--- config.mk ---
export PLATFORM = sky130hd
export DESIGN_NAME = mul_unit
export DESIGN_NICKNAME = d
export VERILOG_FILES = /design/src/rtl/ooo_pkg.sv /design/src/rtl/mul_unit.sv
export VERILOG_INCLUDE_DIRS = /design/src /design/src/rtl
export SDC_FILE = /design/constraint.sdc
export NUM_CORES = 2
export LEC_CHECK = 0
export BUFFER_PORTS_ARGS = -buffer_cell sky130_fd_sc_hd__clkbuf_2
export CAP_MARGIN = 10
export CORE_ASPECT_RATIO = 0.8
export CORE_MARGIN = 4
export CORE_UTILIZATION = 40
export CTS_CLUSTER_DIAMETER = 50
export DETAILED_ROUTE_END_ITERATION = 8
export PLACE_DENSITY_LB_ADDON = 0.12
export SYNTH_ARGS = -nofsm -noshare
export SYNTH_HDL_FRONTEND = slang
export SYNTH_SLANG_ARGS = --single-unit
--- constraint.sdc ---
create_clock -name clk -period 9.8 [get_ports clk]
set_input_delay 0.49 -clock clk [delete_from_list [all_inputs] [get_ports clk]]
set_output_delay 0.49 -clock clk [all_outputs]
set_load 0.02 [all_outputs]
--- src/rtl/ooo_config.svh ---
`ifndef OOO_CONFIG_SVH
`define OOO_CONFIG_SVH

// architectural registers, r0 always reads zero
`define OOO_NUM_REGS 16

// datapath width
`define OOO_XLEN 32

// result tag width, tags handed out round robin
`define OOO_TAG_WIDTH 4

// entries per reservation station
`define OOO_RS_DEPTH 4

// multiplier latency from request to result
`define OOO_MUL_STAGES 3

// flat station entry: valid, op, dst tag, two operands
`define OOO_RS_ENTRY_W(op_w) (1 + (op_w) + `OOO_TAG_WIDTH + 2 * (1 + `OOO_TAG_WIDTH + `OOO_XLEN))

`endif
--- src/rtl/ooo_pkg.sv ---
`include "ooo_config.svh"

package ooo_pkg;

    typedef logic [`OOO_TAG_WIDTH-1:0] tag_t;
    typedef logic [`OOO_XLEN-1:0] data_t;
    typedef logic [$clog2(`OOO_NUM_REGS)-1:0] reg_idx_t;

    typedef enum logic [2:0] {
        alu_add,
        alu_sub,
        alu_and,
        alu_or,
        alu_xor,
        alu_sll,
        alu_srl,
        alu_slt
    } alu_op_t;

    // mul_hu returns the unsigned high word
    typedef enum logic {
        mul_lo,
        mul_hu
    } mul_op_t;

    typedef enum logic {
        unit_alu,
        unit_mul
    } unit_sel_t;

    // op is read as alu_op_t or mul_op_t depending on unit
    typedef struct packed {
        logic      valid;
        unit_sel_t unit;
        logic [2:0] op;
        reg_idx_t  rd;
        reg_idx_t  rs1;
        reg_idx_t  rs2;
    } issue_req_t;

    typedef struct packed {
        logic  ready;
        tag_t  tag;
        data_t data;
    } operand_t;

    // register status entry, busy means a tag still owns the register
    typedef struct packed {
        logic busy;
        tag_t tag;
    } reg_stat_t;

    typedef struct packed {
        logic       valid;
        logic [2:0] op;
        tag_t       tag;
        data_t      a;
        data_t      b;
    } fu_req_t;

    typedef struct packed {
        logic  valid;
        tag_t  tag;
        data_t data;
    } fu_result_t;

    typedef struct packed {
        fu_result_t alu;
        fu_result_t mul;
    } cdb_t;

    // a waiting operand picks up its value from either CDB channel
    function automatic operand_t cdb_capture(operand_t opnd, cdb_t bus);
        operand_t res;
        res = opnd;
        if (!opnd.ready) begin
            if (bus.alu.valid && bus.alu.tag == opnd.tag) begin
                res.ready = 1'b1;
                res.data = bus.alu.data;
            end else if (bus.mul.valid && bus.mul.tag == opnd.tag) begin
                res.ready = 1'b1;
                res.data = bus.mul.data;
            end
        end
        return res;
    endfunction

endpackage

--- src/rtl/mul_unit.sv ---
`timescale 1ns/1ps
`include "ooo_config.svh"

module mul_unit (
    input  logic                clk,
    input  logic                rst,
    input  ooo_pkg::fu_req_t    req,
    output ooo_pkg::fu_result_t result
);

    localparam int STAGES = `OOO_MUL_STAGES;
    localparam int XLEN = `OOO_XLEN;
    localparam int PROD_W = 2 * XLEN;

    typedef struct packed {
        logic             valid;
        ooo_pkg::mul_op_t op;
        ooo_pkg::tag_t    tag;
    } mul_ctrl_t;

    // operand stage, product stages, then word select into result
    mul_ctrl_t         ctrl_q [STAGES-1];
    ooo_pkg::data_t    a_q;
    ooo_pkg::data_t    b_q;
    logic [PROD_W-1:0] prod_q [STAGES-2];

    always_ff @(posedge clk) begin
        a_q <= req.a;
        b_q <= req.b;
        ctrl_q[0].op <= ooo_pkg::mul_op_t'(req.op[0]);
        ctrl_q[0].tag <= req.tag;
        for (int k = 1; k < STAGES - 1; k++) begin
            ctrl_q[k].op <= ctrl_q[k-1].op;
            ctrl_q[k].tag <= ctrl_q[k-1].tag;
        end

        // full unsigned product
        prod_q[0] <= PROD_W'(a_q) * PROD_W'(b_q);
        for (int k = 1; k < STAGES - 2; k++) begin
            prod_q[k] <= prod_q[k-1];
        end

        result.tag <= ctrl_q[STAGES-2].tag;
        if (ctrl_q[STAGES-2].op == ooo_pkg::mul_hu) begin
            result.data <= prod_q[STAGES-3][PROD_W-1:XLEN];
        end else begin
            result.data <= prod_q[STAGES-3][XLEN-1:0];
        end

        if (rst) begin
            for (int k = 0; k < STAGES - 1; k++) begin
                ctrl_q[k].valid <= 1'b0;
            end
            result.valid <= 1'b0;
        end else begin
            ctrl_q[0].valid <= req.valid;
            for (int k = 1; k < STAGES - 1; k++) begin
                ctrl_q[k].valid <= ctrl_q[k-1].valid;
            end
            result.valid <= ctrl_q[STAGES-2].valid;
        end
    end

endmodule

==> impl_metrics.env <==
export IMPL_grt_pass1_wl_mm=166
export IMPL_place_congestion=0.864
export IMPL_numPortBuffers=108
export IMPL_core_area_sq_um=93100
export IMPL_nets=5130
export IMPL_setup_viol=0
export IMPL_die_area_sq_um=98900
export IMPL_final_cell_area_sq_um=39800
export IMPL_synthTopCellsByArea="fa_1, and2_1, dfxtp_1"
export IMPL_max_slew_margin=0.148
export IMPL_yosysSeqAreaShare=0.0943
export IMPL_crit_chain="buf_4 -> nand2_1 -> fa_1 -> inv_1 -> fa_1 -> fa_1 -> inv_1 -> fa_1 -> inv_1 -> fa_1 -> fa_1 -> fa_1 -> fa_1 -> ha_1 -> a21oi_1 -> o21ai_0 -> a21oi_1 -> a21boi_2 -> o21ba_2 -> mux2i_1 -> a2111oi_2"
export IMPL_die_x_microns=351
export IMPL_ant_nets=0
export IMPL_clk_latency_ns=0.54
export IMPL_cp_slowest_cell="dfxtp_1"
export IMPL_drt_total_wl_mm=103
export IMPL_first_global_vias=27647
export IMPL_drc_errors=0
export IMPL_cts_buffers=17
export IMPL_clockBufferDepth=2
export IMPL_critPathCaptureType="flop"
export IMPL_synth_seq_cells=177
export IMPL_drv_cap=0
export IMPL_place_hpwl_mm=85.9
export IMPL_required_ns=10.14
export IMPL_syn_inst=3938
export IMPL_grt_overflow_total=0
export IMPL_finalHoldViolations=0
export IMPL_synth_top_cell_area_share=0.477
export IMPL_synth_area_sq_um=37600
export IMPL_crit_top_cell="fa_1"
export IMPL_fin_setup_tns_ns=0
export IMPL_hold_buffers=0
export IMPL_status="completed"
export IMPL_htree_levels=4
export IMPL_initial_utilization=0.404
export IMPL_fmax_mhz=121
export IMPL_placed_cell_area_sq_um=39200
export IMPL_synth_top_area_cell="fa_1"
export IMPL_crit_arrival_ns=8.62
export IMPL_grt_start_max_net_pins=33
export IMPL_synthDistinctLibCells=74
export IMPL_areaGrowthSynthToFinish_pct=6.03
export IMPL_hp_class="primary input to flop"
export IMPL_dr_pass1_iters=5
export IMPL_postSynthAreaPerCell_sq_um=9.54
export IMPL_clk_pin_slew_ns=0.11
export IMPL_first_iter_violations=1255
export IMPL_drt_wirelength_per_cell_microns=20.1
export IMPL_finalCritPeriodShare=0.846
export IMPL_rsz0062_at_grt="no"
export IMPL_start_kind="flop"
export IMPL_cts_resized=0
export IMPL_tritoncts="built"
export IMPL_r2r_slack_ns=1.51
export IMPL_fp_dieH_microns=282
export IMPL_numClockSinks=177
export IMPL_root_buffer="clkbuf_16"
export IMPL_maxSlewViolCount=0
export IMPL_worst_pin_slew_ns=1.28
export IMPL_syn_nets=5171
export IMPL_worstSetupPathType="flop to flop"
export IMPL_grt_use_total=0.220
export IMPL_yosysWarnings=0
export IMPL_cp_slowest_stage_delay_ns=1.16
export IMPL_antenna_found_initial=5
export IMPL_final_layout_size_suffix_gt1_frac=0.0701
export IMPL_finalCriticalPeriod_ns=8.29
export IMPL_synth_edff_count=0
export IMPL_vias_per_cell=4.88
export IMPL_skew_ns=0.0404
export IMPL_cts_setup_buffers=0
export IMPL_synthArstFlopShare=0
export IMPL_path_max_fanout=20
export IMPL_rows=100
export IMPL_fill_cells=9294
export IMPL_pin_count=111
export IMPL_vias=25067
export IMPL_ys_dominant_reg_cell="dfxtp_1"
-- final cells by class --
class                      instances  area, sq um  share of cell area
sequential                       177         3570              0.0895
antenna                            1         2.50           0.0000628
inverter                         858         3220              0.0808
clock buffer                      18          439              0.0110
multi-input combinational       2679        29900               0.752
tap                             1224         1530              0.0384
clock inverter                    14          179             0.00449
timing repair buffer             164          961              0.0241
-- registers in the layout (all words and copies together), names as in the netlist --
| name | count |
|---|---|
| ctrl_q | 12 |
| prod_q | 64 |
| a_q | 32 |
| result | 37 |
| b_q | 32 |
-- worst max-delay path, delay by kind of cell (launching register included) --
| kind | cells | cell delay (ns) |
|---|---|---|
| flip-flops | 1 | 1.16 |
| adder cells (fa/ha/maj) | 9 | 4.29 |
| AO/OA/AOI/OAI | 6 | 1.85 |
| buffers and inverters | 4 | 0.56 |
| multiplexers | 1 | 0.11 |
| AND/OR/NAND/NOR | 1 | 0.11 |
-- routing by layer --
layer  track usage  vias to the layer above  part of all wire
met5             0                        -           0.00026
met4        0.0348                        4             0.010
met3        0.0377                       60             0.048
met2         0.341                      466              0.44
met1         0.330                    13136              0.50
li1              -                    11401                 -
-- cells in the final DEF, fill, tap and decap left out, types with 39 or more instances in the layout --
| master | synthesis | final |
|---|---|---|
| a21o_1 | 39 | 39 |
| a21oi_1 | 73 | 73 |
| and2_1 | 606 | 606 |
| buf_4 | 4 | 56 |
| clkbuf_2 | 0 | 108 |
| dfxtp_1 | 177 | 158 |
| fa_1 | 896 | 896 |
| ha_1 | 263 | 263 |
| inv_1 | 858 | 858 |
| nand2_1 | 481 | 481 |
-- logic make-up after synthesis --
kind of cell,synth area share
simple gates,0.167
compound gates,0.0419
fa+ha+maj,0.565
xor+xnor,0.0131
buf+inv,0.109
mux,0.0105
flops,0.0943
-- metrics by stage --
step	util	instances	hold slack (ns)	worst slack (ns)
after floorplan	-	3938	0.310	2.90
after global placement	0.421	5102	0.310	1.58
after detailed placement	0.421	5102	0.312	1.52
after CTS	0.428	5134	0.00610	1.47
after global routing	0.428	5134	0.0242	1.15
final	0.428	5135	0.0409	1.51
-- synth_stat cells, types with 13 or more instances --
cell type	number
fa_1	896
inv_1	858
and2_1	606
nand2_1	481
ha_1	263
clkbuf_1	204
dfxtp_1	177
a21oi_1	73
a21o_1	39
mux2_2	34
xnor2_1	34
nor2_1	32
o21ai_0	30
nand4_1	22
xor2_1	22
nand3_1	14
o21bai_1	13
-- path summary, 6_finish.rpt --
check,start,endpoint,depth (start not counted)
setup reg to reg,b_q[8],prod_q[0][38],21
hold reg to reg,ctrl_q[1][1],result[33],0
setup / recovery,b_q[8],prod_q[0][38],21
hold / removal,req[62],a_q[30],1
Power is not shown: default switching activity piles up to over one toggle a cycle in this logic, so the estimate is an artifact.
