`src/rtl/ooo_config.svh`:
```
`ifndef OOO_CONFIG_SVH
`define OOO_CONFIG_SVH

// architectural registers, r0 always reads zero
`define OOO_NUM_REGS 16

// datapath width
`define OOO_XLEN 32

// result tag width, tags handed out round robin
`define OOO_TAG_WIDTH 4

// entries per reservation station
`define OOO_RS_DEPTH 4

// multiplier latency from request to result
`define OOO_MUL_STAGES 3

// flat station entry: valid, op, dst tag, two operands
`define OOO_RS_ENTRY_W(op_w) (1 + (op_w) + `OOO_TAG_WIDTH + 2 * (1 + `OOO_TAG_WIDTH + `OOO_XLEN))

`endif
```
`src/rtl/ooo_pkg.sv`:
```
`include "ooo_config.svh"

package ooo_pkg;

    typedef logic [`OOO_TAG_WIDTH-1:0] tag_t;
    typedef logic [`OOO_XLEN-1:0] data_t;
    typedef logic [$clog2(`OOO_NUM_REGS)-1:0] reg_idx_t;

    typedef enum logic [2:0] {
        alu_add,
        alu_sub,
        alu_and,
        alu_or,
        alu_xor,
        alu_sll,
        alu_srl,
        alu_slt
    } alu_op_t;

    // mul_hu returns the unsigned high word
    typedef enum logic {
        mul_lo,
        mul_hu
    } mul_op_t;

    typedef enum logic {
        unit_alu,
        unit_mul
    } unit_sel_t;

    // op is read as alu_op_t or mul_op_t depending on unit
    typedef struct packed {
        logic      valid;
        unit_sel_t unit;
        logic [2:0] op;
        reg_idx_t  rd;
        reg_idx_t  rs1;
        reg_idx_t  rs2;
    } issue_req_t;

    typedef struct packed {
        logic  ready;
        tag_t  tag;
        data_t data;
    } operand_t;

    // register status entry, busy means a tag still owns the register
    typedef struct packed {
        logic busy;
        tag_t tag;
    } reg_stat_t;

    typedef struct packed {
        logic       valid;
        logic [2:0] op;
        tag_t       tag;
        data_t      a;
        data_t      b;
    } fu_req_t;

    typedef struct packed {
        logic  valid;
        tag_t  tag;
        data_t data;
    } fu_result_t;

    typedef struct packed {
        fu_result_t alu;
        fu_result_t mul;
    } cdb_t;

    // a waiting operand picks up its value from either CDB channel
    function automatic operand_t cdb_capture(operand_t opnd, cdb_t bus);
        operand_t res;
        res = opnd;
        if (!opnd.ready) begin
            if (bus.alu.valid && bus.alu.tag == opnd.tag) begin
                res.ready = 1'b1;
                res.data = bus.alu.data;
            end else if (bus.mul.valid && bus.mul.tag == opnd.tag) begin
                res.ready = 1'b1;
                res.data = bus.mul.data;
            end
        end
        return res;
    endfunction

endpackage

```
`src/rtl/dispatch_unit.sv`:
```
`timescale 1ns/1ps
`include "ooo_config.svh"

module dispatch_unit (
    input  logic                  clk,
    input  logic                  rst,
    input  ooo_pkg::issue_req_t   issue,
    input  ooo_pkg::cdb_t         cdb,
    input  ooo_pkg::data_t        rf_data1,
    input  ooo_pkg::data_t        rf_data2,
    input  ooo_pkg::reg_stat_t    stat1,
    input  ooo_pkg::reg_stat_t    stat2,
    output ooo_pkg::reg_idx_t     rd_sel1,
    output ooo_pkg::reg_idx_t     rd_sel2,
    output logic                  rename_valid,
    output ooo_pkg::reg_idx_t     rename_rd,
    output ooo_pkg::tag_t         rename_tag,
    output logic [`OOO_RS_ENTRY_W($bits(ooo_pkg::alu_op_t))-1:0] alu_entry,
    output logic [`OOO_RS_ENTRY_W($bits(ooo_pkg::mul_op_t))-1:0] mul_entry,
    input  logic                  alu_full,
    input  logic                  mul_full,
    output logic                  issue_ready,
    output ooo_pkg::tag_t         issue_tag
);

    ooo_pkg::tag_t     tag_q;
    logic              accept;
    logic              to_alu;
    logic              to_mul;
    ooo_pkg::operand_t src1;
    ooo_pkg::operand_t src2;

    // r0 and idle registers are ready with the register file value
    function automatic ooo_pkg::operand_t lookup(ooo_pkg::reg_idx_t sel,
                                                 ooo_pkg::data_t rf,
                                                 ooo_pkg::reg_stat_t st);
        ooo_pkg::operand_t opnd;
        opnd.ready = (sel == '0) || !st.busy;
        opnd.tag = st.tag;
        opnd.data = rf;
        return opnd;
    endfunction

    assign issue_ready = !alu_full && !mul_full;
    assign accept = issue.valid && issue_ready;
    assign issue_tag = tag_q;

    assign rd_sel1 = issue.rs1;
    assign rd_sel2 = issue.rs2;

    // same-cycle CDB result overrides a pending tag
    assign src1 = ooo_pkg::cdb_capture(lookup(issue.rs1, rf_data1, stat1), cdb);
    assign src2 = ooo_pkg::cdb_capture(lookup(issue.rs2, rf_data2, stat2), cdb);

    assign to_alu = accept && (issue.unit == ooo_pkg::unit_alu);
    assign to_mul = accept && (issue.unit == ooo_pkg::unit_mul);

    // field order matches the station's entry layout
    assign alu_entry = {to_alu, ooo_pkg::alu_op_t'(issue.op), tag_q, src1, src2};
    assign mul_entry = {to_mul, ooo_pkg::mul_op_t'(issue.op[0]), tag_q, src1, src2};

    // r0 is never renamed
    assign rename_valid = accept && (issue.rd != '0);
    assign rename_rd = issue.rd;
    assign rename_tag = tag_q;

    // wrapping tag counter, 16 tags outnumber the 12 possible in flight
    always_ff @(posedge clk) begin
        if (rst) begin
            tag_q <= '0;
        end else if (accept) begin
            tag_q <= tag_q + 1'b1;
        end
    end

    // issue_ready comes from both stations' occupancy
    issue_when_ready: assert property (@(posedge clk) disable iff (rst)
        issue.valid |-> issue_ready)
        else $error("instruction issued while a station was full");

endmodule

```
`config.mk`:
```
export PLATFORM = sky130hd
export DESIGN_NAME = dispatch_unit
export DESIGN_NICKNAME = d
export VERILOG_FILES = /design/src/rtl/ooo_pkg.sv /design/src/rtl/dispatch_unit.sv
export VERILOG_INCLUDE_DIRS = /design/src /design/src/rtl
export SDC_FILE = /design/constraint.sdc
export NUM_CORES = 1
export LEC_CHECK = 0
export BUFFER_PORTS_ARGS = -buffer_cell sky130_fd_sc_hd__buf_2
export CORE_AREA = 8 8 132 134
export DETAILED_ROUTE_END_ITERATION = 16
export DIE_AREA = 0 0 140 142
export GPL_TIMING_DRIVEN = 1
export SLEW_MARGIN = 20
export SYNTH_ARGS = -nofsm -noshare
export SYNTH_HDL_FRONTEND = slang
export SYNTH_SLANG_ARGS = --single-unit
```
`constraint.sdc`:
```
create_clock -name clk -period 3.2 [get_ports clk]
set_input_delay 0.32 -clock clk [delete_from_list [all_inputs] [get_ports clk]]
set_output_delay 0.32 -clock clk [all_outputs]
set_load 0.05 [all_outputs]
```
==> reports/results.tsv <==
stage	metric	value	unit
run_status	result of the run	finished clean	
routing	DRC Markers	0	
setup_path	CP Class	primary input to output pin	
timing	RSZ-0062 raised after global routing	no	
routing	iteration count of the initial detailed-routing pass	4	
grt	aggregate global-route resource usage	14.1	%
synthesis	Syn Inst Count	391	
clock_tree	clock tree from TritonCTS	done	
routing	Post-Route WL	15200	um
min_path	path category of the worst min-delay check	primary input to flop	
run	Max Cap Viol	0	
finish	nets@finish	789	
finish	highest-count cells in the layout ignoring fill and taps	sky130_fd_sc_hd__buf_2 (342), sky130_fd_sc_hd__nor2_1 (40), sky130_fd_sc_hd__inv_1 (35)	
clock_tree	clock network latency to the later pin of the worst-skew pair	0.23	ns
synthesis	number of warnings reported in the yosys synthesis log	0	
clock_tree	quantity of gates resized following cts	0	
timing	final setup TNS	0	ns
timing	final worst-path cycle share	84.1	%
synthesis	netlist area before placement	0.00290	sq mm
finish	number of filler cells placed in the layout	1744	
grt	met2 Use GR	25.2	%
clock_tree	clock edge transition at the registers on the reported setup and hold paths	0.03	ns
synthesis	Synth Net Count	561	
timing	final hold viol count	0	
placed_design	half-perimeter wire length after placement	13400	um
grt	pin count of the biggest net entering global routing	35	
routing	number of vias in the routed layout	3610	
setup_path	arrival time of data at the critical path endpoint	2.37	ns
setup_path	Crit-path slowest cell	sky130_fd_sc_hd__o21a_4	
grt	residual overflow from global routing	0	
grt	met3 track utilization from global routing	4.73	%
setup_path	Crit path max-delay family	compound AO/OA/AOI/OAI gates	
clock_tree	buffers inserted by post-CTS timing repair	0	
finish	layout overhead on the synthesized area	43.2	%
power_and_ir_drop	P_leak	2.35	nW
synthesis	post-synthesis cell type count	36	
finish	share of cells above drive strength 1	66.8	%
timing	slew of the pin with the lowest slew margin	0.561	ns
routing	routed len/inst	18.8	um
floorplanning	overall die area	0.0199	sq mm
timing	Worst Clk Skew	0.000980	ns
grt	global-route wire length before repair	22300	um
finish	leading cell type in the layout, fill and taps excluded	sky130_fd_sc_hd__buf_2	
setup_path	launching element type of the critical path	primary input	
clock_tree	cts bufs inserted	3	
routing	1st-iter DRT viols	203	
timing	clock period minus final worst setup slack	2.69	ns
setup_path	worst path bufs/invs	4	
setup_path	Critical Path Sink Type	output pin	
routing	detail-routed via count per cell	4.46	
floorplanning	Core Region	0.0154	sq mm
floorplanning	Ports	353	
clock_tree	clock net sink count	4	
finish	total area of multi-input combinational cells	0.00171	sq mm
clock_tree	count of hold-fix buffers inserted at cts	0	
floorplanning	initial standard-cell utilization of the core	18.8	%
floorplanning	die width	140	um
power_and_ir_drop	Power per Cell Area	316	mW/mm^2
timing	endpoints failing setup	0	
clock_tree	Max Root-Sink Buffers	2	
power_and_ir_drop	total power consumption of the routed design	0.00131	W
clock_tree	clock root buffer master	sky130_fd_sc_hd__clkbuf_16	
grt	met1 track utilization from global routing	15.8	%
setup_path	Required @ worst endpoint	2.88	ns
synthesis	flip-flop and latch count after synthesis	4	
synthesis	share of the yosys chip area belonging to registers	2.76	%
placed_design	final weighted congestion in routability-driven placement	0.834	
floorplanning	chip height	142	um
timing	Max Freq	0.372	GHz
setup_path	largest fanout on the critical path	34	
routing	number of nets still failing antenna checks after routing	0	
setup_path	series of cell instances along the critical path	buf_2, a222oi_1, nor3b_4, buf_12, o21a_4, buf_12, a2bb2oi_2, buf_2	
power_and_ir_drop	worst vdd ir	169	uV
finish	area taken by flip-flops and latches	80.1	sq um
finish	max reg flops	4	
placed_design	Buffers on Ports	345	
grt	most utilized layer in the global route result	met2	
timing	Final Max Slew Viols	0	
clock_tree	CTS H-Tree Depth	1	
grt	antenna violations before repair	0	
setup_path	delay of the slowest cell on the worst path	0.37	ns
synthesis	mean post-synth cell area	7.42	sq um
grt	number of global-route vias before repair	3978	
floorplanning	number of standard-cell rows in the floorplan	46	
finish	number of diodes added for antenna fixing	0	
timing	max_slew headroom	62.2	%
power breakdown:
part	switching, W	internal [W]
registers	0.00000195	0.0000512
clock network	0.0000396	0.000160
logic	0.000775	0.000285
total	0.000817	0.000496
cells by family (layout without fill, tap and decap cells):
| kind of cell | count (synthesis) | in the layout | synth area share, % |
|---|---|---|---|
| AOI/OAI and AO/OA | 71 | 71 | 25.4 |
| xor gates and xnor gates | 16 | 16 | 4.83 |
| adders and majority gates | 1 | 1 | 0.431 |
| buffers and inverters | 173 | 399 | 38.7 |
| DFF | 4 | 4 | 2.76 |
| muxes | 32 | 32 | 12.4 |
| and+or+nand+nor | 94 | 94 | 15.4 |
layer usage:
layer | vias up | wire (um)
li1 | 1713 | -
met1 | 1659 | 6190
met2 | 220 | 7360
met3 | 18 | 1400
met4 | 0 | 261
met5 | - | 0
path summary, 6_finish.rpt:
| path | endpoint | startpoint | slack [ns] | depth (start not counted) |
|---|---|---|---|---|
| setup / recovery | alu_entry[8] | stat2[0] | 0.51 | 8 |
| hold / removal | issue_tag[3] | rst | 0.31 | 2 |
| setup reg to reg | issue_tag[2] | issue_tag[0] | 2.17 | 4 |
| hold reg to reg | issue_tag[1] | issue_tag[1] | 0.55 | 2 |
cell usage after synthesis (all sizes together):
master / number / area share [%]
a21o: 1 / 0.26
a21oi: 1 / 0.17
a221o: 32 / 11
a222oi: 1 / 0.35
a2bb2oi: 32 / 12
and2: 1 / 0.22
and3: 1 / 0.22
buf: 129 / 33
clkbuf: 9 / 1.2
dfxtp: 4 / 2.8
ha: 1 / 0.43
inv: 35 / 4.5
mux2: 32 / 12
nand2: 7 / 0.91
nand2b: 1 / 0.22
nand3: 3 / 0.52
nand3b: 1 / 0.26
nand4: 1 / 0.22
nor2: 40 / 5.2
nor3: 33 / 5.7
nor3b: 2 / 1.1
nor4: 1 / 0.22
o2111ai: 1 / 0.30
o21a: 1 / 0.52
o41a: 1 / 0.39
o41ai: 1 / 0.56
or2: 1 / 0.22
or2b: 1 / 0.26
or3: 1 / 0.22
xnor2: 10 / 3.0
xor2: 6 / 1.8
stage by stage:
| stage | hold WS, ns | cell area [sq um] | worst slack, ns | std cells | util (%) |
|---|---|---|---|---|---|
| 6_report | 0.307 | 4150 | 0.509 | 809 | 26.9 |
| 5_1_grt | 0.330 | 4150 | 0.387 | 809 | 26.9 |
| 4_1_cts | 0.310 | 4150 | 0.514 | 809 | 26.9 |
| 3_5_place_dp | 0.540 | 4080 | 0.515 | 806 | 26.4 |
| 3_3_place_gp | 0.530 | 4080 | 0.522 | 806 | 26.4 |
| 2_1_floorplan | 0.389 | 2900 | 0.0727 | 391 | - |
cell type report:
type	instances	area share [%]
clock buffer	3	1.81
inverter	35	3.16
multi-input combinational	214	41.2
sequential	4	1.93
tap	192	5.78
timing repair buffer	361	46.2
(Power assumes the default switching activity.)
