==> config.mk <==
export PLATFORM = sky130hd
export DESIGN_NAME = cdb_writeback
export DESIGN_NICKNAME = d
export VERILOG_FILES = /design/src/rtl/ooo_pkg.sv /design/src/rtl/cdb_writeback.sv
export VERILOG_INCLUDE_DIRS = /design/src /design/src/rtl
export SDC_FILE = /design/constraint.sdc
export NUM_CORES = 2
export LEC_CHECK = 0
export BUFFER_PORTS_ARGS = -buffer_cell sky130_fd_sc_hd__buf_2
export CAP_MARGIN = 15
export CELL_PAD_IN_SITES_DETAIL_PLACEMENT = 0
export CELL_PAD_IN_SITES_GLOBAL_PLACEMENT = 1
export CORE_ASPECT_RATIO = 1.75
export CORE_MARGIN = 2
export CORE_UTILIZATION = 52
export CTS_CLUSTER_SIZE = 24
export DETAILED_ROUTE_END_ITERATION = 8
export PLACE_DENSITY_LB_ADDON = 0.1
export SETUP_SLACK_MARGIN = 0.05
export SLEW_MARGIN = 20
export SYNTH_ARGS = -nofsm -noshare
export SYNTH_HDL_FRONTEND = slang
export SYNTH_SLANG_ARGS = --single-unit
export TNS_END_PERCENT = 10
==> constraint.sdc <==
create_clock -name clk -period 2.9 [get_ports clk]
set_input_delay 0.145 -clock clk [delete_from_list [all_inputs] [get_ports clk]]
set_output_delay 0.145 -clock clk [all_outputs]
set_load 0.01 [all_outputs]
==> src/rtl/ooo_config.svh <==
`ifndef OOO_CONFIG_SVH
`define OOO_CONFIG_SVH

// architectural registers, r0 always reads zero
`define OOO_NUM_REGS 16

// datapath width
`define OOO_XLEN 32

// result tag width, tags handed out round robin
`define OOO_TAG_WIDTH 4

// entries per reservation station
`define OOO_RS_DEPTH 4

// multiplier latency from request to result
`define OOO_MUL_STAGES 3

// flat station entry: valid, op, dst tag, two operands
`define OOO_RS_ENTRY_W(op_w) (1 + (op_w) + `OOO_TAG_WIDTH + 2 * (1 + `OOO_TAG_WIDTH + `OOO_XLEN))

`endif
==> src/rtl/ooo_pkg.sv <==
`include "ooo_config.svh"

package ooo_pkg;

    typedef logic [`OOO_TAG_WIDTH-1:0] tag_t;
    typedef logic [`OOO_XLEN-1:0] data_t;
    typedef logic [$clog2(`OOO_NUM_REGS)-1:0] reg_idx_t;

    typedef enum logic [2:0] {
        alu_add,
        alu_sub,
        alu_and,
        alu_or,
        alu_xor,
        alu_sll,
        alu_srl,
        alu_slt
    } alu_op_t;

    // mul_hu returns the unsigned high word
    typedef enum logic {
        mul_lo,
        mul_hu
    } mul_op_t;

    typedef enum logic {
        unit_alu,
        unit_mul
    } unit_sel_t;

    // op is read as alu_op_t or mul_op_t depending on unit
    typedef struct packed {
        logic      valid;
        unit_sel_t unit;
        logic [2:0] op;
        reg_idx_t  rd;
        reg_idx_t  rs1;
        reg_idx_t  rs2;
    } issue_req_t;

    typedef struct packed {
        logic  ready;
        tag_t  tag;
        data_t data;
    } operand_t;

    // register status entry, busy means a tag still owns the register
    typedef struct packed {
        logic busy;
        tag_t tag;
    } reg_stat_t;

    typedef struct packed {
        logic       valid;
        logic [2:0] op;
        tag_t       tag;
        data_t      a;
        data_t      b;
    } fu_req_t;

    typedef struct packed {
        logic  valid;
        tag_t  tag;
        data_t data;
    } fu_result_t;

    typedef struct packed {
        fu_result_t alu;
        fu_result_t mul;
    } cdb_t;

    // a waiting operand picks up its value from either CDB channel
    function automatic operand_t cdb_capture(operand_t opnd, cdb_t bus);
        operand_t res;
        res = opnd;
        if (!opnd.ready) begin
            if (bus.alu.valid && bus.alu.tag == opnd.tag) begin
                res.ready = 1'b1;
                res.data = bus.alu.data;
            end else if (bus.mul.valid && bus.mul.tag == opnd.tag) begin
                res.ready = 1'b1;
                res.data = bus.mul.data;
            end
        end
        return res;
    endfunction

endpackage

==> src/rtl/cdb_writeback.sv <==
`timescale 1ns/1ps
`include "ooo_config.svh"

module cdb_writeback (
    input  logic                clk,
    input  logic                rst,
    input  ooo_pkg::fu_result_t alu_result,
    input  ooo_pkg::fu_result_t mul_result,
    input  ooo_pkg::reg_idx_t   rd_sel1,
    input  ooo_pkg::reg_idx_t   rd_sel2,
    output ooo_pkg::data_t      rf_data1,
    output ooo_pkg::data_t      rf_data2,
    output ooo_pkg::reg_stat_t  stat1,
    output ooo_pkg::reg_stat_t  stat2,
    input  logic                rename_valid,
    input  ooo_pkg::reg_idx_t   rename_rd,
    input  ooo_pkg::tag_t       rename_tag,
    output ooo_pkg::cdb_t       cdb
);

    localparam int NUM_REGS = `OOO_NUM_REGS;

    ooo_pkg::data_t     rf_q [NUM_REGS];
    ooo_pkg::reg_stat_t stat_q [NUM_REGS];

    // each unit owns a channel, no arbitration
    assign cdb.alu = alu_result;
    assign cdb.mul = mul_result;

    assign rf_data1 = rf_q[rd_sel1];
    assign rf_data2 = rf_q[rd_sel2];
    assign stat1 = stat_q[rd_sel1];
    assign stat2 = stat_q[rd_sel2];

    always_ff @(posedge clk) begin
        if (rst) begin
            for (int r = 0; r < NUM_REGS; r++) begin
                rf_q[r] <= '0;
                stat_q[r] <= '0;
            end
        end else begin
            // r0 is skipped so it keeps its reset zero
            for (int r = 1; r < NUM_REGS; r++) begin
                if (stat_q[r].busy) begin
                    if (cdb.alu.valid && cdb.alu.tag == stat_q[r].tag) begin
                        rf_q[r] <= cdb.alu.data;
                        stat_q[r].busy <= 1'b0;
                    end else if (cdb.mul.valid && cdb.mul.tag == stat_q[r].tag) begin
                        rf_q[r] <= cdb.mul.data;
                        stat_q[r].busy <= 1'b0;
                    end
                end
                // a same-cycle rename wins over the clear
                if (rename_valid && rename_rd == ooo_pkg::reg_idx_t'(r)) begin
                    stat_q[r].busy <= 1'b1;
                    stat_q[r].tag <= rename_tag;
                end
            end
        end
    end

    // tags from dispatch are unique across both units
    distinct_cdb_tags: assert property (@(posedge clk) disable iff (rst)
        cdb.alu.valid && cdb.mul.valid |-> cdb.alu.tag != cdb.mul.tag)
        else $error("both CDB channels carry the same tag");

endmodule

==> flow_summary.json <==
{
  "num_vias": 23400,
  "crit_path_max_fanout": 33,
  "final_setup_margin_ns": 0.116,
  "clock_latency_ns": 0.64,
  "netlist_area_sq_mm": 0.0341,
  "placed_area_sq_mm": 0.0357,
  "rows": 124,
  "floorplan.die.height_um": 343,
  "drv.max_cap_violation_count": 0,
  "drtPass1Iterations": 5,
  "worst_slew_pin_slew_ns": 0.907,
  "worst_ep_arrival_time_ns": 3.29,
  "globalRouteTotalUtil_pct": 35.1,
  "io_buf_count": 240,
  "synth_top_area_cell": "sky130_fd_sc_hd__edfxtp_1",
  "overflow": 0,
  "clock_sinks": 555,
  "worst_setup_path_start_kind": "flip-flop",
  "yosysWarningCount": 0,
  "report.final.setup_viol": 0,
  "yosys-top-cells-area": "sky130_fd_sc_hd__edfxtp_1, sky130_fd_sc_hd__mux4_2, sky130_fd_sc_hd__a22o_1, sky130_fd_sc_hd__mux2i_1, sky130_fd_sc_hd__buf_4",
  "p_leak_nw": 13.3,
  "grt_start_max_net_pins": 79,
  "core_area_sq_mm": 0.0652,
  "antenna_viol_nets_final": 0,
  "area_growth_pct": 11.3,
  "floorplan.initialDensity_pct": 52.4,
  "first_global_vias": 24400,
  "final.setup.tns_ns": 0,
  "clockRootBuffer": "sky130_fd_sc_hd__clkbuf_16",
  "synth_sequential_area_ratio_pct": 48.8,
  "dp_hpwl_um": 68500,
  "cts_made_buffers": 53,
  "fp.dieArea_sq_mm": 0.0678,
  "maxSlewViolCount": 0,
  "final_routed_wire_length_divided_by_cell_count_um": 36.6,
  "wl_um": 118000,
  "synthesized_net_count": 2351,
  "worst_slew_margin_rel_pct": 39.5,
  "cts_tree": "yes",
  "ys_ff_latch": 555,
  "synth-edff-count": 555,
  "gp_congestion": 0.890,
  "dp_slack_ns": 0.369,
  "synthesis.instances": 2258,
  "cts_setup_buffers": 0,
  "initial_antenna_violation_count": 1,
  "hp-class": "input pin to flip-flop",
  "vias_per_cell": 7.25,
  "run_status": "finished, final reports clean",
  "synth_ff_type": "sky130_fd_sc_hd__edfxtp_1",
  "cts.clk_slew.worst_paths_ns": 0.06,
  "critPathKind": "flip-flop to flip-flop",
  "finalPower_mw": 19.7,
  "ratio_of_final_minimum_period_to_clock_period_pct": 96.0,
  "drive_above_1_share_pct": 33.4,
  "fin_crit_ns": 2.78,
  "synthArstFlopShare_pct": 0,
  "final-hold-violation-count": 0,
  "critical_path.endpoint_type": "flip-flop",
  "peakVddDrop_uv": 478,
  "cellPowerDensity_mw_per_mm2": 519,
  "first_iter_violations": 2505,
  "syn_area_per_cell_sq_um": 15.1,
  "io-pin-count": 241,
  "cts-htree-levels": 2,
  "drcViolationCount": 0,
  "skew_ns": 0.0210,
  "cts-root-to-sink-buffers": 3,
  "netlist.area_leader.share_pct": 48.8,
  "finalNetCount": 2458,
  "netlist-cell-type-count": 47,
  "fmax_ghz": 0.359,
  "rsz0062_at_grt": "true",
  "stdcell_area_sq_mm": 0.0380,
  "wire_length_of_the_first_global_routing_pass_um": 168000,
  "die_width_um": 198,
  "crit_required_ns": 3.40
}
[final cells by class]
cell class	count	area, sq um
well taps	819	1020
clock inverters	28	243
flip-flops and latches	555	16700
repair buffers	401	3020
fillers	5198	27200
clock buffers	66	1400
diodes	2	5.00
multi-input cells	1349	15600
inverters	5	18.8
[flip-flops by register name (all words and copies together) (netlist names)]
name / cells
stat_q: 75
rf_q: 480
[cells in the mapped netlist (7+ instances only)]
cell type / n
sky130_fd_sc_hd__xor2_1: 46
sky130_fd_sc_hd__nor2_1: 50
sky130_fd_sc_hd__buf_2: 76
sky130_fd_sc_hd__mux2_2: 74
sky130_fd_sc_hd__xnor2_1: 74
sky130_fd_sc_hd__a211o_1: 14
sky130_fd_sc_hd__clkbuf_1: 63
sky130_fd_sc_hd__buf_1: 72
sky130_fd_sc_hd__nor3_2: 8
sky130_fd_sc_hd__nand2_1: 8
sky130_fd_sc_hd__a21oi_1: 14
sky130_fd_sc_hd__buf_6: 17
sky130_fd_sc_hd__a221o_1: 14
sky130_fd_sc_hd__buf_4: 119
sky130_fd_sc_hd__mux4_2: 266
sky130_fd_sc_hd__a22o_1: 347
sky130_fd_sc_hd__mux4_1: 16
sky130_fd_sc_hd__o21bai_1: 10
sky130_fd_sc_hd__o21ai_0: 15
sky130_fd_sc_hd__mux2i_1: 206
sky130_fd_sc_hd__nand2b_1: 85
sky130_fd_sc_hd__nand3_1: 31
sky130_fd_sc_hd__edfxtp_1: 555
sky130_fd_sc_hd__nor3_1: 7
sky130_fd_sc_hd__or3_1: 11
[placed cells by master (no fill, tap or decap), types with 8 or more instances in the layout]
cell	Yosys	final
sky130_fd_sc_hd__a21oi_1	14	14
sky130_fd_sc_hd__a221o_1	14	14
sky130_fd_sc_hd__a22o_1	347	347
sky130_fd_sc_hd__buf_12	1	33
sky130_fd_sc_hd__buf_2	76	234
sky130_fd_sc_hd__buf_4	119	68
sky130_fd_sc_hd__clkbuf_1	63	12
sky130_fd_sc_hd__clkbuf_16	0	54
sky130_fd_sc_hd__clkinv_1	0	16
sky130_fd_sc_hd__dlygate4sd3_1	0	60
sky130_fd_sc_hd__edfxtp_1	555	555
sky130_fd_sc_hd__mux2_2	74	74
sky130_fd_sc_hd__mux2i_1	206	206
sky130_fd_sc_hd__mux4_1	16	16
sky130_fd_sc_hd__mux4_2	266	266
sky130_fd_sc_hd__nand2_1	8	8
sky130_fd_sc_hd__nand2b_1	85	85
sky130_fd_sc_hd__nand3_1	31	31
sky130_fd_sc_hd__nor2_1	50	50
sky130_fd_sc_hd__o21ai_0	15	15
sky130_fd_sc_hd__o21bai_1	10	10
sky130_fd_sc_hd__or2_2	6	8
sky130_fd_sc_hd__xnor2_1	74	74
sky130_fd_sc_hd__xor2_1	46	46
[final timing paths]
kind                  startpoint  cells past startpoint  slack, ns            end
hold / removal    alu_result[25]                      2       0.02    rf_q[1][25]
setup / recovery    stat_q[1][0]                      7       0.12    rf_q[1][20]
hold reg to reg    stat_q[11][4]                      1       0.71  stat_q[11][4]
setup reg to reg    stat_q[1][0]                      7       0.12    rf_q[1][20]
[report_power, final]
group | internal, mW | leakage [nW] | switching [mW]
Sequential | 9.31 | 5.68 | 0.293
Clock | 3.75 | 0.790 | 3.16
Combinational | 1.40 | 6.88 | 1.78
[what timing repair did]
action / 4_1_cts / 5_1_grt
hold buffers: 60 / 0
endpoints found under the setup margin: 0 / 4
endpoints found under the hold margin: 200 / 0
gates resized for setup: 0 / 2
[per-layer routing]
layer / track usage (%) / wire (um)
met2: 59.9 / 59000
met1: 41.8 / 40300
met4: 21.5 / 8350
met5: 0 / 0
met3: 5.57 / 10300
[kinds of logic after synthesis]
logic type	after synthesis	share of synthesized area (%)
xor+xnor	120	3.08
mux	562	27.3
simple gates	245	4.33
buf+inv	354	5.91
compound gates	422	10.6
flops	555	48.8
[critical path: stages (launching register included)]
cell	delay (ns)
sky130_fd_sc_hd__edfxtp_1	0.52
sky130_fd_sc_hd__xor2_1	0.21
sky130_fd_sc_hd__nor3_1	0.21
sky130_fd_sc_hd__nand4_1	0.17
sky130_fd_sc_hd__a31oi_4	0.17
sky130_fd_sc_hd__buf_4	0.55
sky130_fd_sc_hd__a22o_1	0.24
sky130_fd_sc_hd__dlygate4sd3_1	0.54
[stage by stage]
stage               instances  hold slack (ns)  utilization (%)
floorplan                2258            0.382                -
global placement         3068            0.520             54.8
detailed placement       3069            0.522             54.8
CTS                      3223         0.000113             58.2
global route             3223           0.0283             58.2
finish                   3225           0.0206             58.3
(Power assumes the default switching activity.)
