--- config.mk ---
export PLATFORM = sky130hd
export DESIGN_NAME = alu_unit
export DESIGN_NICKNAME = d
export VERILOG_FILES = /design/src/rtl/ooo_pkg.sv /design/src/rtl/alu_unit.sv
export VERILOG_INCLUDE_DIRS = /design/src /design/src/rtl
export SDC_FILE = /design/constraint.sdc
export NUM_CORES = 1
export LEC_CHECK = 0
export BUFFER_PORTS_ARGS = -buffer_cell sky130_fd_sc_hd__buf_4
export CAP_MARGIN = 20
export CELL_PAD_IN_SITES_DETAIL_PLACEMENT = 0
export CELL_PAD_IN_SITES_GLOBAL_PLACEMENT = 2
export CORE_MARGIN = 1.5
export CORE_UTILIZATION = 29
export DETAILED_ROUTE_END_ITERATION = 10
export GPL_TIMING_DRIVEN = 0
export PLACE_DENSITY_LB_ADDON = 0.1
export REMOVE_ABC_BUFFERS = 1
export SYNTH_ARGS = -nofsm -noshare
export SYNTH_HDL_FRONTEND = slang
export SYNTH_SLANG_ARGS = --single-unit
--- constraint.sdc ---
create_clock -name clk -period 8.9 [get_ports clk]
set_clock_uncertainty 0.05 [all_clocks]
set_input_delay 1.335 -clock clk [delete_from_list [all_inputs] [get_ports clk]]
set_output_delay 1.335 -clock clk [all_outputs]
set_load 0.02 [all_outputs]
--- src/rtl/ooo_config.svh ---
`ifndef OOO_CONFIG_SVH
`define OOO_CONFIG_SVH

// architectural registers, r0 always reads zero
`define OOO_NUM_REGS 16

// datapath width
`define OOO_XLEN 32

// result tag width, tags handed out round robin
`define OOO_TAG_WIDTH 4

// entries per reservation station
`define OOO_RS_DEPTH 4

// multiplier latency from request to result
`define OOO_MUL_STAGES 3

// flat station entry: valid, op, dst tag, two operands
`define OOO_RS_ENTRY_W(op_w) (1 + (op_w) + `OOO_TAG_WIDTH + 2 * (1 + `OOO_TAG_WIDTH + `OOO_XLEN))

`endif
--- src/rtl/ooo_pkg.sv ---
`include "ooo_config.svh"

package ooo_pkg;

    typedef logic [`OOO_TAG_WIDTH-1:0] tag_t;
    typedef logic [`OOO_XLEN-1:0] data_t;
    typedef logic [$clog2(`OOO_NUM_REGS)-1:0] reg_idx_t;

    typedef enum logic [2:0] {
        alu_add,
        alu_sub,
        alu_and,
        alu_or,
        alu_xor,
        alu_sll,
        alu_srl,
        alu_slt
    } alu_op_t;

    // mul_hu returns the unsigned high word
    typedef enum logic {
        mul_lo,
        mul_hu
    } mul_op_t;

    typedef enum logic {
        unit_alu,
        unit_mul
    } unit_sel_t;

    // op is read as alu_op_t or mul_op_t depending on unit
    typedef struct packed {
        logic      valid;
        unit_sel_t unit;
        logic [2:0] op;
        reg_idx_t  rd;
        reg_idx_t  rs1;
        reg_idx_t  rs2;
    } issue_req_t;

    typedef struct packed {
        logic  ready;
        tag_t  tag;
        data_t data;
    } operand_t;

    // register status entry, busy means a tag still owns the register
    typedef struct packed {
        logic busy;
        tag_t tag;
    } reg_stat_t;

    typedef struct packed {
        logic       valid;
        logic [2:0] op;
        tag_t       tag;
        data_t      a;
        data_t      b;
    } fu_req_t;

    typedef struct packed {
        logic  valid;
        tag_t  tag;
        data_t data;
    } fu_result_t;

    typedef struct packed {
        fu_result_t alu;
        fu_result_t mul;
    } cdb_t;

    // a waiting operand picks up its value from either CDB channel
    function automatic operand_t cdb_capture(operand_t opnd, cdb_t bus);
        operand_t res;
        res = opnd;
        if (!opnd.ready) begin
            if (bus.alu.valid && bus.alu.tag == opnd.tag) begin
                res.ready = 1'b1;
                res.data = bus.alu.data;
            end else if (bus.mul.valid && bus.mul.tag == opnd.tag) begin
                res.ready = 1'b1;
                res.data = bus.mul.data;
            end
        end
        return res;
    endfunction

endpackage

--- src/rtl/alu_unit.sv ---
`timescale 1ns/1ps

module alu_unit (
    input  logic                clk,
    input  logic                rst,
    input  ooo_pkg::fu_req_t    req,
    output ooo_pkg::fu_result_t result
);

    ooo_pkg::data_t alu_out;

    always_comb begin
        case (ooo_pkg::alu_op_t'(req.op))
            ooo_pkg::alu_add: alu_out = req.a + req.b;
            ooo_pkg::alu_sub: alu_out = req.a - req.b;
            ooo_pkg::alu_and: alu_out = req.a & req.b;
            ooo_pkg::alu_or:  alu_out = req.a | req.b;
            ooo_pkg::alu_xor: alu_out = req.a ^ req.b;
            // shift amount from the low five bits
            ooo_pkg::alu_sll: alu_out = req.a << req.b[4:0];
            ooo_pkg::alu_srl: alu_out = req.a >> req.b[4:0];
            ooo_pkg::alu_slt: alu_out = ooo_pkg::data_t'($signed(req.a) < $signed(req.b));
            default:          alu_out = '0;
        endcase
    end

    // one register stage, result on the CDB the cycle after the request
    always_ff @(posedge clk) begin
        result.tag <= req.tag;
        result.data <= alu_out;
        if (rst) begin
            result.valid <= 1'b0;
        end else begin
            result.valid <= req.valid;
        end
    end

endmodule

==> results of run 1 <==
per-stage QoR:
step / instance area, sq um / hold slack [ns]
floorplan: 8620 / 1.31
global route: 10300 / 1.06
global placement: 9950 / 1.39
finish: 10300 / 1.07
CTS: 10300 / 1.06
detailed placement: 10100 / 1.39
Yosys cell counts (all sizes together) (7+ instances only):
cell	number
a211o	13
a211oi	18
a21o	12
a21oi	135
a221o	7
a222oi	18
a22oi	16
a31oi	9
and2	8
and3	8
buf	40
clkbuf	53
dfxtp	37
ha	97
inv	105
mux2	7
mux2i	47
mux4	36
nand2	103
nand2b	16
nand3	16
nor2	134
nor2b	19
nor3	33
nor4	8
o211ai	19
o21ai	88
o21bai	13
o221ai	7
o22ai	16
o31ai	14
or3	9
xnor2	14
cells by family after synthesis:
family                   count (synthesis)  synth area share [%]
AO/OA/AOI/OAI                          446                  33.2
XOR/XNOR                                20                  1.93
adder cells (fa/ha/maj)                 99                  13.8
buffers and inverters                  199                  9.16
flip-flops                              37                  8.18
multiplexers                            90                  15.0
AND/OR/NAND/NOR                        370                  18.7
routing by layer:
layer  global-route usage (%)  wire, um  vias up
met5                        0         0        -
met4                     8.03      1330        0
met3                     2.98      2700       52
met2                     43.5     20200      381
met1                     36.8     19900     5009
li1                         -         -     4720
worst max path at each step:
stage,depth (start not counted),start,slack [ns],to
2_1_floorplan,11,req[2],4.18,result[30]
3_3_place_gp,12,req[3],1.70,result[31]
3_5_place_dp,12,req[3],2.26,result[31]
4_1_cts,12,req[3],2.58,result[31]
5_1_grt,12,req[3],2.35,result[31]
6_report,12,req[3],2.48,result[31]
power groups by stage:
stage / Combinational, W / Sequential [W] / Clock (W)
finish: 0.000685 / 0.000197 / 0.000234
global route: 0.000736 / 0.000200 / 0.000249
CTS: 0.000676 / 0.000197 / 0.000246
detailed placement: 0.000672 / 0.000201 / 0
global placement: 0.000671 / 0.000200 / 0
floorplan: 0.000366 / 0.000233 / 0
layout make-up:
class                   count  share of cell area, %
diodes                      1                 0.0243
repair buffers            120                   9.54
inverters                 106                   3.87
well taps                 396                   4.82
clock inverters             1                  0.292
clock buffers               7                   1.39
multi-input cells        1025                   72.9
flip-flops and latches     37                   7.21
==> impl_metrics.csv, run 1 <==
group,metric,value,unit
routing,drcViolationCount,0,
power,switchingPower,0.000532,W
cells_and_area,multi_input_comb_area,7490,sq um
place,dp.final_hpwl,33900,um
timing,fmax,156,MHz
clocking,clock-root-buffer,"clkbuf_16",
global_route,grt_pass1_vias,9650,
setup_path,path_buf_inv,2,
min_path,hp-class,"primary input to flop",
clocking,holdBufCountCts,0,
cells_and_area,final_cell_mix,"133 x nor2_1, 132 x a21oi_1, 112 x buf_4, 103 x nand2_1, 102 x inv_1",
cells_and_area,top_regs,"result x37",
cells_and_area,utilization,33.5,%
setup_path,path_cells,"buf_4 > clkinv_1 > ha_1 > o21ai_0 > o21bai_1 > nand2_1 > a2111oi_2 > o2111ai_1 > a311oi_2 > nor4_1 > a2111oi_0 > a21oi_1",
synth,synth_edf_count,0,
timing,setup_tns,0,ns
floorplan,core_area,30700,sq um
power,peakVddDrop,0.0921,mV
cells_and_area,fillCellCount,3417,
min_path,hold_end,"result[33]",
synth,synth_top_area_share,13.4,%
power,clockPowerShare,21.0,%
setup_path,slowest_delay,0.90,ns
setup_path,end_kind,"flop",
synth,synth_top_area_cell,"ha_1",
floorplan,die_h,180,um
floorplan,die-area,32300,sq um
timing,slew_violations,0,
power,p_int,0.000585,W
timing,fin_crit,6.42,ns
flow_run,drv_cap,0,
synth,ys_ff_latch,37,
routing,vias,10200,
setup_path,cp_top_family,"compound AO/OA/AOI/OAI gates",
place,dp_slack,2.26,ns
routing,wl_per_cell,26.1,um
synth,synthArstFlopShare,0,%
timing,rsz0062_at_grt,"false",
timing,setup_ws,2.48,ns
clocking,clk_pin_slew,0.06,ns
setup_path,path_class,"primary input to flop",
synth,syn_area,9060,sq um
timing,setup_viol_count_final,0,
setup_path,arrival,6.55,ns
cells_and_area,top_register,"result",
cells_and_area,fin_nets,1468,
cells_and_area,syn_to_final_growth,13.5,%
clocking,cts_tree,"yes",
cells_and_area,seqCellArea,741,sq um
global_route,antenna_found_initial,0,
clocking,cts_buffers,5,
place,place_inst,1683,
clocking,clock-sinks,37,
setup_path,critPathMaxFanout,57,
place,io_buffers,110,
setup_path,critPathLaunchType,"primary input",
synth,synth_flop_cell,"dfxtp_1",
synth,ys.warnings.count,0,
synth,ys_types,87,
floorplan,initial_core_util,29.5,%
power,power,0.00112,W
floorplan,dieWidth,180,um
synth,netlist_instances,1261,
power,seq_power_share,17.7,%
routing,first_pass_iters,7,
timing,hold_viol,0,
synth,ys_seq_area_share,8.18,%
clocking,htreeDepth,2,
global_route,grt_max_degree,90,
clocking,post_cts_resized,0,
routing,wirelength,44200,um
setup_path,required,9.03,ns
cells_and_area,largest_reg_flops,37,
setup_path,worst_path_max_delay_cell,"clkinv_1",
outcome,status,"finished, final reports clean",
timing,period_share,72.2,%
routing,ant_nets,0,
synth,synth_area_per_cell,7.18,sq um
power,p_comb_share,61.4,%
place,routabilityCongestion,0.911,
floorplan,num_rows,64,
routing,drt_iter0_markers,1137,
power,p_per_area,109,nW/um^2
min_path,hold_depth,1,
clocking,post-cts-setup-buffers,0,
cells_and_area,fin_cells,1693,
timing,relSlewSlack,23.6,%
routing,vias_per_cell,6.00,
cells_and_area,drive_gt1_share,15.7,%
min_path,worstHoldStart,"req[65]",
timing,worst_pin_slew,1.14,ns
clocking,clockBufferDepth,2,
global_route,grt_pass1_wl,65300,um
power,power_leakage,4.50,nW
global_route,grt_use_total,26.7,%
cells_and_area,final_common_cell,"nor2_1",
floorplan,num_io_pins,111,
power,swShare,47.6,%
global_route,grt.overflow.total,0,
synth,synthTopCellsByArea,"ha_1 13%, mux4_2 9.0%, dfxtp_1 8.2%",
No activity file was read; power rests on OpenSTA's default activity.
==> inputs of run 2 (changes only) <==
clock period = 5.75 ns   (was 8.9 ns; I/O delays follow)
==> run 2 against run 1 <==
Effect of this change: combinational power increased by 55%; setup slack got worse by 2.2 ns; sequential cell count unchanged; clock power increased by 55%; utilization about the same; final area about the same; highest routed layer unchanged.
==> impl_metrics.csv, run 2 (synthesis results as in run 1) <==
group,metric,value,unit
power,power_leakage,4.50,nW
timing,relSlewSlack,20.9,%
floorplan,dieWidth,180,um
setup_path,path_buf_inv,2,
cells_and_area,utilization,33.5,%
cells_and_area,drive_gt1_share,15.7,%
cells_and_area,top_regs,"result x37",
setup_path,path_class,"primary input to flop",
floorplan,num_rows,64,
clocking,holdBufCountCts,0,
outcome,status,"finished, final reports clean",
global_route,grt_max_degree,90,
setup_path,slowest_delay,0.73,ns
setup_path,critPathMaxFanout,57,
floorplan,num_io_pins,111,
routing,vias_per_cell,6.00,
timing,period_share,94.4,%
cells_and_area,fin_nets,1468,
routing,wl_per_cell,26.0,um
setup_path,arrival,5.56,ns
setup_path,end_kind,"flop",
clocking,clock-root-buffer,"clkbuf_16",
timing,worst_pin_slew,1.18,ns
cells_and_area,final_cell_mix,"133 x nor2_1, 132 x a21oi_1, 112 x buf_4, 103 x nand2_1, 102 x inv_1",
cells_and_area,final_common_cell,"nor2_1",
routing,first_pass_iters,8,
place,place_area,10100,sq um
clocking,clk_pin_slew,0.06,ns
floorplan,die-area,32300,sq um
routing,drt_iter0_markers,1170,
place,routabilityCongestion,0.911,
timing,setup_tns,0,ns
clocking,cts_buffers,5,
timing,fin_crit,5.43,ns
place,place_inst,1683,
setup_path,path_cells,"buf_4 > clkinv_2 > ha_1 > o21ai_0 > o21bai_1 > nand2_1 > a2111oi_2 > o2111ai_1 > a311oi_2 > nor4_1 > a2111oi_0 > a21oi_1",
timing,hold_viol,0,
global_route,grt_use_total,26.7,%
clocking,htreeDepth,2,
setup_path,cp_top_family,"compound AO/OA/AOI/OAI gates",
power,p_per_area,168,nW/um^2
timing,slew_violations,0,
floorplan,initial_core_util,29.5,%
setup_path,critPathLaunchType,"primary input",
cells_and_area,largest_reg_flops,37,
clocking,cts_tree,"yes",
global_route,antenna_found_initial,0,
cells_and_area,stdcell_area,10300,sq um
cells_and_area,fin_cells,1692,
timing,setup_viol_count_final,0,
place,io_buffers,110,
floorplan,core_area,30700,sq um
setup_path,required,5.88,ns
global_route,grt.overflow.total,0,
cells_and_area,syn_to_final_growth,13.5,%
clocking,clock-sinks,37,
cells_and_area,n_antenna_cell,0,
global_route,grt_pass1_vias,9650,
routing,vias,10200,
routing,drcViolationCount,0,
power,peakVddDrop,0.142,mV
min_path,hp-class,"primary input to flop",
setup_path,worst_path_max_delay_cell,"a2111oi_2",
routing,wirelength,44000,um
floorplan,die_h,180,um
routing,ant_nets,0,
clocking,clockBufferDepth,2,
cells_and_area,top_register,"result",
flow_run,drv_cap,0,
timing,fmax,184,MHz
place,dp.final_hpwl,33900,um
global_route,grt_pass1_wl,65300,um
timing,rsz0062_at_grt,"false",
run 2: final timing paths:
kind,slack [ns],endpoint,cells past startpoint,start
worst max-delay path,0.32,result[31],12,req[3]
worst min-delay path,0.60,result[33],1,req[65]
run 2: stage by stage:
step	hold WS, ns	total power [W]	setup slack (ns)
CTS	0.587	0.00173	0.236
global placement	0.917	0.00135	-0.974
detailed placement	0.918	0.00135	-0.414
global route	0.592	0.00183	0.162
floorplan	0.840	0.000927	1.50
finish	0.600	0.00173	0.320
run 2: layout make-up:
type	count	area [sq um]
clock buffers	7	143
clock inverters	1	30.0
fillers	3418	20400
inverters	106	402
multi-input cells	1025	7490
flip-flops and latches	37	741
well taps	396	495
repair buffers	120	981
run 2: repair_timing:
item / in CTS / in global routing
setup endpoints to repair: 1 / 2
buffers inserted: 0 / 0
resized for setup: 1 / 2
run 2: power breakdown:
| part | internal, W | switching, W | total (W) |
|---|---|---|---|
| clock network | 0.000218 | 0.000144 | 0.000362 |
| logic | 0.000393 | 0.000667 | 0.00106 |
| registers | 0.000295 | 0.00000999 | 0.000305 |
run 2: metal layers:
metal	track usage, %	share of wire (%)
met5	0	0
met1	36.8	45
met4	8.03	2.8
met3	2.98	5.9
met2	43.5	46
